[src/verilog/axi_sram_config.svh]
`ifndef AXI_SRAM_CONFIG_SVH
`define AXI_SRAM_CONFIG_SVH

// axi transaction id width.
`define AXI_ID_BITS 4

// byte address width on the ar and aw channels.
`define AXI_ADDR_BITS 32

// data bus width.
`define AXI_DATA_BITS 32

// one strobe bit per data byte.
`define AXI_STRB_BITS 4

// burst length field, a burst carries len + 1 beats.
`define AXI_LEN_BITS 4

// word address into the sram, taken from byte address bits 15:2.
`define SRAM_ADDR_BITS 14

// number of 32-bit words, 64 KiB in total.
`define SRAM_DEPTH 16384

// lowest byte address bit that selects a word.
`define SRAM_WORD_LSB 2

`endif

[src/verilog/axi_sram_pkg.sv]
`include "axi_sram_config.svh"

package axi_sram_pkg;

  // axi response codes.
  typedef enum logic [1:0] {
    resp_okay   = 2'b00,
    resp_exokay = 2'b01,
    resp_slverr = 2'b10,
    resp_decerr = 2'b11
  } axi_resp_e;

  // controller states.
  typedef enum logic [1:0] {
    st_idle  = 2'd0,
    st_write = 2'd1,
    st_resp  = 2'd2,
    st_read  = 2'd3
  } ctrl_state_e;

  // write address channel.
  typedef struct packed {
    logic [`AXI_ID_BITS-1:0]   id;
    logic [`AXI_ADDR_BITS-1:0] addr;
    logic [`AXI_LEN_BITS-1:0]  len;
  } axi_aw_t;

  // read address channel, same layout as aw.
  typedef struct packed {
    logic [`AXI_ID_BITS-1:0]   id;
    logic [`AXI_ADDR_BITS-1:0] addr;
    logic [`AXI_LEN_BITS-1:0]  len;
  } axi_ar_t;

  // write data channel.
  typedef struct packed {
    logic [`AXI_DATA_BITS-1:0] data;
    logic [`AXI_STRB_BITS-1:0] strb;
    logic                      last;
  } axi_w_t;

  // write response channel.
  typedef struct packed {
    logic [`AXI_ID_BITS-1:0] id;
    axi_resp_e               resp;
  } axi_b_t;

  // read data channel.
  typedef struct packed {
    logic [`AXI_ID_BITS-1:0]   id;
    logic [`AXI_DATA_BITS-1:0] data;
    axi_resp_e                 resp;
    logic                      last;
  } axi_r_t;

  // sram request, web bits are active low per byte.
  typedef struct packed {
    logic                       cs;
    logic                       oe;
    logic [`AXI_STRB_BITS-1:0]  web;
    logic [`SRAM_ADDR_BITS-1:0] addr;
    logic [`AXI_DATA_BITS-1:0]  din;
  } sram_req_t;

endpackage

[src/verilog/axi_sram_ctrl.sv]
`timescale 1ns/1ps
`include "axi_sram_config.svh"

module axi_sram_ctrl
  import axi_sram_pkg::*;
(
  input  logic                      clk,
  input  logic                      rstn,
  input  axi_aw_t                   aw,
  input  logic                      awvalid,
  output logic                      awready,
  input  axi_w_t                    w,
  input  logic                      wvalid,
  output logic                      wready,
  output axi_b_t                    b,
  output logic                      bvalid,
  input  logic                      bready,
  input  axi_ar_t                   ar,
  input  logic                      arvalid,
  output logic                      arready,
  output axi_r_t                    r,
  output logic                      rvalid,
  input  logic                      rready,
  output sram_req_t                 sram_req,
  input  logic [`AXI_DATA_BITS-1:0] dout
);

  ctrl_state_e state;
  ctrl_state_e state_nxt;

  logic aw_hs;
  logic w_hs;
  logic b_hs;
  logic ar_hs;
  logic r_hs;

  logic [`AXI_ID_BITS-1:0]    id_q;
  logic [`SRAM_ADDR_BITS-1:0] base_q;
  logic [`AXI_LEN_BITS-1:0]   len_q;
  logic [`AXI_LEN_BITS-1:0]   cnt_q;
  logic                       rvalid_q;
  logic                       last_beat;
  logic [`SRAM_ADDR_BITS-1:0] beat_addr;

  assign aw_hs = awvalid & awready;
  assign w_hs  = wvalid & wready;
  assign b_hs  = bvalid & bready;
  assign ar_hs = arvalid & arready;
  assign r_hs  = rvalid & rready;

  // ready and valid flags follow the state directly.
  // a pending write blocks the read address channel.
  assign awready = (state == st_idle);
  assign arready = (state == st_idle) & ~awvalid;
  assign wready  = (state == st_write);
  assign bvalid  = (state == st_resp);
  assign rvalid  = rvalid_q;

  assign last_beat = (cnt_q == len_q);

  // word address of the current beat, wraps at the top of memory.
  assign beat_addr = base_q + `SRAM_ADDR_BITS'(cnt_q);

  always_comb begin
    b.id   = id_q;
    b.resp = resp_okay;
  end

  always_comb begin
    r.id   = id_q;
    r.data = dout;
    r.resp = resp_okay;
    r.last = last_beat;
  end

  always_ff @(posedge clk or negedge rstn) begin
    if (!rstn) begin
      state <= st_idle;
    end else begin
      state <= state_nxt;
    end
  end

  always_comb begin
    state_nxt = state;
    case (state)
      st_idle: begin
        if (aw_hs) begin
          state_nxt = st_write;
        end else if (ar_hs) begin
          state_nxt = st_read;
        end
      end
      st_write: begin
        // the beat flagged last ends the burst, whatever the count.
        if (w_hs && w.last) begin
          state_nxt = st_resp;
        end
      end
      st_resp: begin
        if (b_hs) begin
          state_nxt = st_idle;
        end
      end
      st_read: begin
        if (r_hs && last_beat) begin
          state_nxt = st_idle;
        end
      end
      default: state_nxt = st_idle;
    endcase
  end

  // beat counter, cleared when a new burst is accepted.
  always_ff @(posedge clk or negedge rstn) begin
    if (!rstn) begin
      cnt_q <= '0;
    end else if (aw_hs || ar_hs) begin
      cnt_q <= '0;
    end else if (w_hs || r_hs) begin
      cnt_q <= cnt_q + `AXI_LEN_BITS'(1);
    end
  end

  // dout is fresh one cycle after entering read and one cycle after each beat.
  always_ff @(posedge clk or negedge rstn) begin
    if (!rstn) begin
      rvalid_q <= 1'b0;
    end else begin
      rvalid_q <= (state == st_read) & ~r_hs;
    end
  end

  // burst attributes, captured on the address handshake.
  always_ff @(posedge clk) begin
    if (aw_hs) begin
      id_q   <= aw.id;
      base_q <= aw.addr[`SRAM_WORD_LSB +: `SRAM_ADDR_BITS];
      len_q  <= aw.len;
    end else if (ar_hs) begin
      id_q   <= ar.id;
      base_q <= ar.addr[`SRAM_WORD_LSB +: `SRAM_ADDR_BITS];
      len_q  <= ar.len;
    end
  end

  always_comb begin
    sram_req.cs   = 1'b0;
    sram_req.oe   = 1'b0;
    sram_req.web  = '1;
    sram_req.addr = beat_addr;
    sram_req.din  = w.data;
    case (state)
      st_idle: begin
        // first read of a burst goes out with the ar handshake.
        sram_req.cs   = ar_hs;
        sram_req.oe   = ar_hs;
        sram_req.addr = ar.addr[`SRAM_WORD_LSB +: `SRAM_ADDR_BITS];
      end
      st_write: begin
        sram_req.cs  = w_hs;
        sram_req.web = w_hs ? ~w.strb : '1;
      end
      st_read: begin
        // a stall re-reads the same word; a taken beat fetches the next one.
        sram_req.cs = 1'b1;
        sram_req.oe = 1'b1;
        if (r_hs && !last_beat) begin
          sram_req.addr = beat_addr + `SRAM_ADDR_BITS'(1);
        end
      end
      default: ;
    endcase
  end

endmodule

[config.mk]
export PLATFORM = sky130hd
export DESIGN_NAME = axi_sram_ctrl
export DESIGN_NICKNAME = d
export VERILOG_FILES = /design/src/verilog/axi_sram_pkg.sv /design/src/verilog/axi_sram_ctrl.sv
export VERILOG_INCLUDE_DIRS = /design/src /design/src/verilog
export SDC_FILE = /design/constraint.sdc
export NUM_CORES = 1
export LEC_CHECK = 0
export BUFFER_PORTS_ARGS = -buffer_cell sky130_fd_sc_hd__buf_4
export CAP_MARGIN = 20
export CORE_MARGIN = 5
export CORE_UTILIZATION = 24
export CTS_CLUSTER_SIZE = 20
export DETAILED_ROUTE_END_ITERATION = 10
export GPL_TIMING_DRIVEN = 1
export HOLD_SLACK_MARGIN = 0.03
export PLACE_DENSITY = 0.56
export SLEW_MARGIN = 5
export SYNTH_ARGS = -nofsm -noshare
export SYNTH_HDL_FRONTEND = slang
export SYNTH_SLANG_ARGS = --single-unit
[constraint.sdc]
create_clock -name clk -period 2.7 [get_ports clk]
set_clock_uncertainty 0.1 [all_clocks]
set_input_delay 0.27 -clock clk [delete_from_list [all_inputs] [get_ports clk]]
set_output_delay 0.27 -clock clk [all_outputs]
set_load 0.05 [all_outputs]
* After elaboration in Yosys (flattened, before gate mapping)
Cells that the tools add are included.
** Word-level totals
- Register bits after elaboration :: 29
- Input port bits :: 156
- Output and inout port bits :: 102
- Word-level logic and storage cells :: 57
** Cells by class
- $add $sub $neg :: 3
- Eq/ne operators :: 8
- Multiplexer cells :: 20
- Bitwise logic cells :: 10
- Reduce and logical (&&, ||, !) cells :: 10
** Operator list (count)
- $mux 14 :: 3
- $mux 4 :: 8
- $pmux 14 s2 :: 1
- $add 14x1->14 const B :: 1
- $add 14x4->14 :: 1
- $mux 2 :: 5
- $pmux 2 s4 :: 1
- $and 1x1->1 :: 7
- $add 4x1->4 const B :: 1
- $eq 2x2->1 const B :: 2
- $eq 4x4->1 :: 1
- $ne 2x1->1 const B :: 2
- $not 4->4 :: 1
- $reduce_and 4->1 :: 1
- $reduce_bool 2->1 :: 2
- $logic_and 1x1->1 :: 3
- $ne 3x1->1 const B :: 1
- $pmux 1 s3 :: 1
- $eq 2x1->1 const B :: 1
- $logic_not 2->1 :: 1
- $logic_or 1x1->1 :: 2
- $ne 2x2->1 const B :: 1
- $not 1->1 :: 2
- $pmux 1 s2 :: 1
- $logic_not 1->1 :: 1

* Logic depth before layout (Yosys ltp)
Gate-level depths: netlist of the first run.
- Word-level depth :: 6
- Gate-level depth with buffers :: 9
- Depth with buffers taken out :: 9

* Worst setup path after synthesis of the first run
No wires, ideal clock.
- Path type :: register to output
- Start point :: register state[0]
- End point :: output sram_req[51] (netlist name)
- Arrival :: 3078 ps
- Data required time :: 2330 ps
- Setup slack :: -748 ps
- Stages on the path, launching flop included :: 7
- Buffers on the path :: 1
- Cell sequence :: dfrtp_1 inv_1 ha_1 clkbuf_1 nor2b_1 a21oi_1 a21oi_1
** RTL lines
- start: declaration :: line axi_sram_ctrl.sv:28 : ctrl_state_e state;
- start signal: assignment :: line axi_sram_ctrl.sv:78 : state <= st_idle;
- start signal: assignment :: line axi_sram_ctrl.sv:80 : state <= state_nxt;
- end: declaration :: line axi_sram_ctrl.sv:24 : output sram_req_t sram_req,

==> summary.txt, run 1 <==
Run status - finished, violations left
Violated checks - negative setup slack
Post-synth EDFFs - 22
Die X - 122 um
Max Buffers Root-to-Sink - 2
Vias in the first global route - 2796
Slowest stage cell on the critical path - fa_2
Num CTS Buffers - 5
Max Clk Rate - 0.301 GHz
Routed WL - 8360 um
Clock transition at path regs - 0.06 ns
Ant diodes - 0
Crit Path Class - flip-flop to output port
Detailed-placement wirelength estimate - 6560 um
Max VDD drop - 0.733 mV
Class of the worst hold path - primary input to flip-flop
Crit path time final - 3.33 ns
Skew-Pair Late Insertion Delay - 0.28 ns
Post-route ant nets - 0
Total track usage - 11.3%
Die Span Y - 122 um
PD cells - 1340 nW/um^2
Area added between synthesis and finish - 42.0%
Post-layout nets - 558
Initial core utilization - 24.6%
CP cell instances - ha_2 > fa_2 > xor2_2 > and3_4 > nand3b_1 > nor2_2 > mux2_4 > a222oi_1 > buf_4 > inv_2 > buf_6
Crit path DAT - 2.96 ns
Leading cell type in the layout, fill and taps excluded - buf_4
Async SR Flop Fraction - 24.1%
First-pass GRT wire length - 13500 um
Synthesized cell area - 2990 sq um
Most frequent cells in the layout - buf_4 (123), nand2_1 (23), mux2_2 (23), edfxtp_1 (22), nor2_1 (15)
Ys flop type - edfxtp_1
Drt wl/cell - 14.9 um
CTS tree - built
Setup ws final - -0.627 ns
Synth Register Bits - 29
Power, Total - 5.70 mW
Core ar. - 12100 sq um
Syn_area_per_cell - 9.30 sq um
Setup WS pre-CTS - -0.380 ns
Final period utilization - 123%
Via Count - 2510
Placed Cells incl. Taps - 544
IO Port Bufs - 89
Post-synthesis sequential area ratio - 28.0%
Worst Max-Slew Pin Slew - 0.576 ns
Final setup fails - 12
Multi-input logic area - 1840 sq um
Fill cell count - 1250
Critical Path RT - 2.33 ns
1st-iter DRT viols - 91
DR pass1 iterations - 4
Max-Cap Viols - 0
H-Tree Depth - 2
Hold Vio Cnt, Final - 0
Pin count of the biggest net entering global routing - 23
CP max FO - 2
Leak Pwr - 1.80 nW
Netlist cell types - 57
Antenna violations before repair - 0
DRC Markers - 0
Vias per cell - 4.48
Final TNS setup - -5.07 ns
Cell row count - 40
Grt ovf - 0
Cell chosen for the clock root - clkbuf_16
Die Area - 14800 sq um
CTS sink count - 29
Share of cells above drive strength 1 - 58.2%
Fin cells - 560
Worst slew margin - 61.6%
RD Place Congestion - 0.824
I/O Pins - 258
Cells after synthesis - 321
Seq. cell area - 836 sq um
Largest stage delay, worst path - 0.39 ns
Synth warn - 0
Startpoint types - flip-flop
Final Max Tran Viols - 0
CP endpoint kind - output port
RSZ-0062 raised after global routing - yes
repair_timing:
| action | 4_1_cts | 5_1_grt |
|---|---|---|
| endpoints found under the setup margin | 12 | 12 |
| resized for setup | 51 | 7 |
| setup buffers | 6 | 6 |
| pin swaps | 21 | 15 |
| hold endpoints to repair | 7 | 0 |
| hold buffers | 1 | 0 |
where the power goes:
part	switching, mW	leakage (nW)	internal [mW]	total (mW)
registers	0.119	0.300	0.679	0.798
clock network	0.208	0.0696	0.338	0.546
logic	2.60	1.43	1.75	4.35
total	2.93	1.80	2.77	5.70
synthesized netlist by cell type, drive strengths merged, types with 7 or more instances:
cell    instances  area (sq um)
o21ai          13          65.1
nand3          10          65.1
edfxtp         22           661
dfrtp           7           175
nor2           17          63.8
buf            77           564
mux2i           7          70.1
xor2            8          70.1
inv            13          48.8
nand2          24          90.1
mux2           27           308
ha             10           125
xnor2           9          86.3
a21oi          11          62.6
per-stage QoR:
stage	utilization, %	area, sq um	hold slack [ns]
after floorplan	-	3120	-0.126
after global placement	31.1	3760	-0.00539
after detailed placement	31.1	3760	-0.00300
after CTS	34.6	4190	0.0679
after global routing	35.0	4240	0.0723
final	35.0	4240	0.0728
flip-flops by register name (all words and copies together), names as in the netlist:
register / flops
base_q: 14
cnt_q: 4
id_q: 4
len_q: 4
rvalid: 1
state: 2
cell type report:
cell class,instances,share of cell area (%)
clock buffers,5,2.95
inverters,14,1.24
multi-input cells,199,43.4
well taps,168,4.96
repair buffers,142,27.3
flip-flops and latches,29,19.7
clock inverters,3,0.413
metal layers:
metal	track usage (%)	up-vias	wire (um)
met5	0	-	0
met1	12.9	1187	3340
li1	-	1198	-
met2	20.2	104	4280
met4	4.06	0	121
met3	3.25	21	618
worst max-delay path: cells and delay by family, from the launching register on:
| kind | cells | cell delay (ns) |
|---|---|---|
| AOI/OAI and AO/OA | 1 | 0.35 |
| adders and majority gates | 2 | 0.59 |
| xor gates and xnor gates | 1 | 0.16 |
| and+or+nand+nor | 3 | 0.52 |
| buffers and inverters | 3 | 0.37 |
| muxes | 1 | 0.31 |
| DFF | 1 | 0.38 |
worst paths after layout:
check	from	to	slack, ns	cells past startpoint
worst max-delay path	cnt_q[0]	sram_req[37]	-0.63	11
worst min-delay path	rready	rvalid	0.07	2
worst max register to register	cnt_q[3]	state[0]	0.72	7
worst min register to register	rvalid	rvalid	0.38	1
max in group asynchronous	rstn	state[0]	2.12	2
min in group asynchronous	rstn	cnt_q[2]	0.25	2
kinds of logic (layout without fill, tap and decap cells):
family | after synthesis | after routing | share of synthesized area, %
AOI/OAI and AO/OA | 54 | 54 | 13.2
xor gates and xnor gates | 17 | 17 | 5.24
buffers and inverters | 96 | 164 | 21.3
and+or+nand+nor | 79 | 79 | 14.6
adders and majority gates | 11 | 11 | 4.86
DFF | 29 | 29 | 28.0
muxes | 34 | 34 | 12.7
other | 1 | 4 | 0.126
No activity file was read; power rests on OpenSTA's default activity.
==> run 2, diff against run 1 <==
- CORE_ASPECT_RATIO: not set -> 0.5
==> summary.txt, run 2 (synthesis results as in run 1) <==
Setup ws final - -0.582 ns
Max-Cap Viols - 0
CP cell instances - ha_2 > fa_2 > xor2_2 > and3_4 > nand3b_1 > buf_4 > nor2_1 > mux2_2 > a222oi_1 > inv_2 > buf_6
CTS tree - built
DRT met1 WL - 3450 um
Class of the worst hold path - primary input to flip-flop
Hold slack - 0.0760 ns
Worst Max-Slew Pin Slew - 0.511 ns
Final setup fails - 12
Post-route ant nets - 0
Vias in the first global route - 2562
Most frequent cells in the layout - buf_4 (124), mux2_2 (25), nand2_1 (24), edfxtp_1 (22), nor2_1 (16)
Largest stage delay, worst path - 0.42 ns
Skew-Pair Late Insertion Delay - 0.28 ns
Reg with most FFs - base_q
Fin util - 35.4%
Crit Path Class - flip-flop to output port
Power, Total - 5.63 mW
Placed instance area - 3750 sq um
PD cells - 1330 nW/um^2
Cell row count - 28
Hold Vio Cnt, Final - 0
DR pass1 iterations - 5
Final period utilization - 122%
DRC Markers - 0
Final Max Tran Viols - 0
Worst slew margin - 66.0%
Drt wl/cell - 15.1 um
Startpoint types - flip-flop
Max Clk Rate - 0.305 GHz
Fin area - 4240 sq um
WL met3 - 456 um
Vias per cell - 4.49
Leak Pwr - 1.79 nW
CP endpoint kind - output port
DR WL met2 - 4260 um
Routed WL - 8410 um
Area added between synthesis and finish - 42.0%
Crit path DAT - 2.91 ns
Max VDD drop - 0.533 mV
Antenna violations before repair - 0
RSZ-0062 raised after global routing - yes
Ant diodes - 0
Detailed-placement wirelength estimate - 6640 um
First-pass GRT wire length - 12800 um
Slowest stage cell on the critical path - fa_2
Clock transition at path regs - 0.05 ns
Crit path time final - 3.28 ns
Max Used Layer - met4
Critical Path RT - 2.33 ns
Share of cells above drive strength 1 - 58.8%
IO Port Bufs - 89
Post-layout nets - 559
Pin count of the biggest net entering global routing - 19
Grt ovf - 0
FF-to-FF setup slack - 0.73 ns
Max Buffers Root-to-Sink - 2
1st-iter DRT viols - 160
Die Area - 14900 sq um
Die Span Y - 88.9 um
H-Tree Depth - 2
Cell chosen for the clock root - clkbuf_16
Violated checks - negative setup slack
RD Place Congestion - 0.826
Initial core utilization - 24.9%
Fill cell count - 1183
Leading cell type in the layout, fill and taps excluded - buf_4
CP max FO - 2
Run status - finished, violations left
Largest register FFs - 14
Num CTS Buffers - 5
I/O Pins - 258
Total track usage - 10.7%
Via Count - 2505
Core ar. - 12000 sq um
CTS sink count - 29
Die X - 168 um
==> run 2: area by class of cell <==
class | count | area, sq um | share of cell area, %
multi-input cells | 199 | 1850 | 43.5
repair buffers | 143 | 1160 | 27.4
flip-flops and latches | 29 | 837 | 19.7
well taps | 165 | 206 | 4.87
clock buffers | 6 | 129 | 3.04
inverters | 14 | 52.6 | 1.24
clock inverters | 2 | 10.0 | 0.236
==> run 2: per-layer routing <==
metal  vias to the layer above  track usage [%]
met3                        31             2.10
met2                        63             19.0
li1                       1207                -
met4                         0             4.86
met1                      1204             12.8
met5                         -                0
==> run 2: through the flow <==
| step | setup TNS (ns) | std cells | setup slack (ns) |
|---|---|---|---|
| after CTS | -4.95 | 555 | -0.576 |
| after global placement | -2.12 | 540 | -0.297 |
| after global routing | -6.22 | 558 | -0.677 |
| final | -4.96 | 558 | -0.582 |
| after detailed placement | -1.94 | 540 | -0.296 |
| after floorplan | -1.03 | 324 | -0.302 |
==> run 2: path summary, 6_finish.rpt <==
path                       startpoint      endpoint  depth (start not counted)
min in group asynchronous        rstn      state[1]                          2
max                          cnt_q[0]  sram_req[37]                         11
max in group asynchronous        rstn      cnt_q[1]                          2
max reg2reg                  state[0]    base_q[12]                          5
min                            rready        rvalid                          2
min reg2reg                    rvalid        rvalid                          1
==> run 2: power breakdown <==
group	switching [mW]	internal, mW	leakage [nW]
Combinational	2.59	1.72	1.42
Sequential	0.112	0.680	0.299
Clock	0.197	0.338	0.0706
Total	2.89	2.73	1.79
==> run 2: timing repair <==
item / in CTS / in global routing
hold buffers: 1 / 0
endpoints found under the hold margin: 7 / 0
resized for setup: 25 / 29
setup endpoints to repair: 11 / 12
pin swaps: 10 / 18
buffers inserted: 6 / 4
==> run 2: worst max-delay path: cells and delay by family, from the launching register on <==
family | cells | cell delay [ns]
fa+ha+maj | 2 | 0.62
xor+xnor | 1 | 0.17
mux | 1 | 0.35
simple gates | 3 | 0.46
flops | 1 | 0.38
buf+inv | 3 | 0.38
compound gates | 1 | 0.26
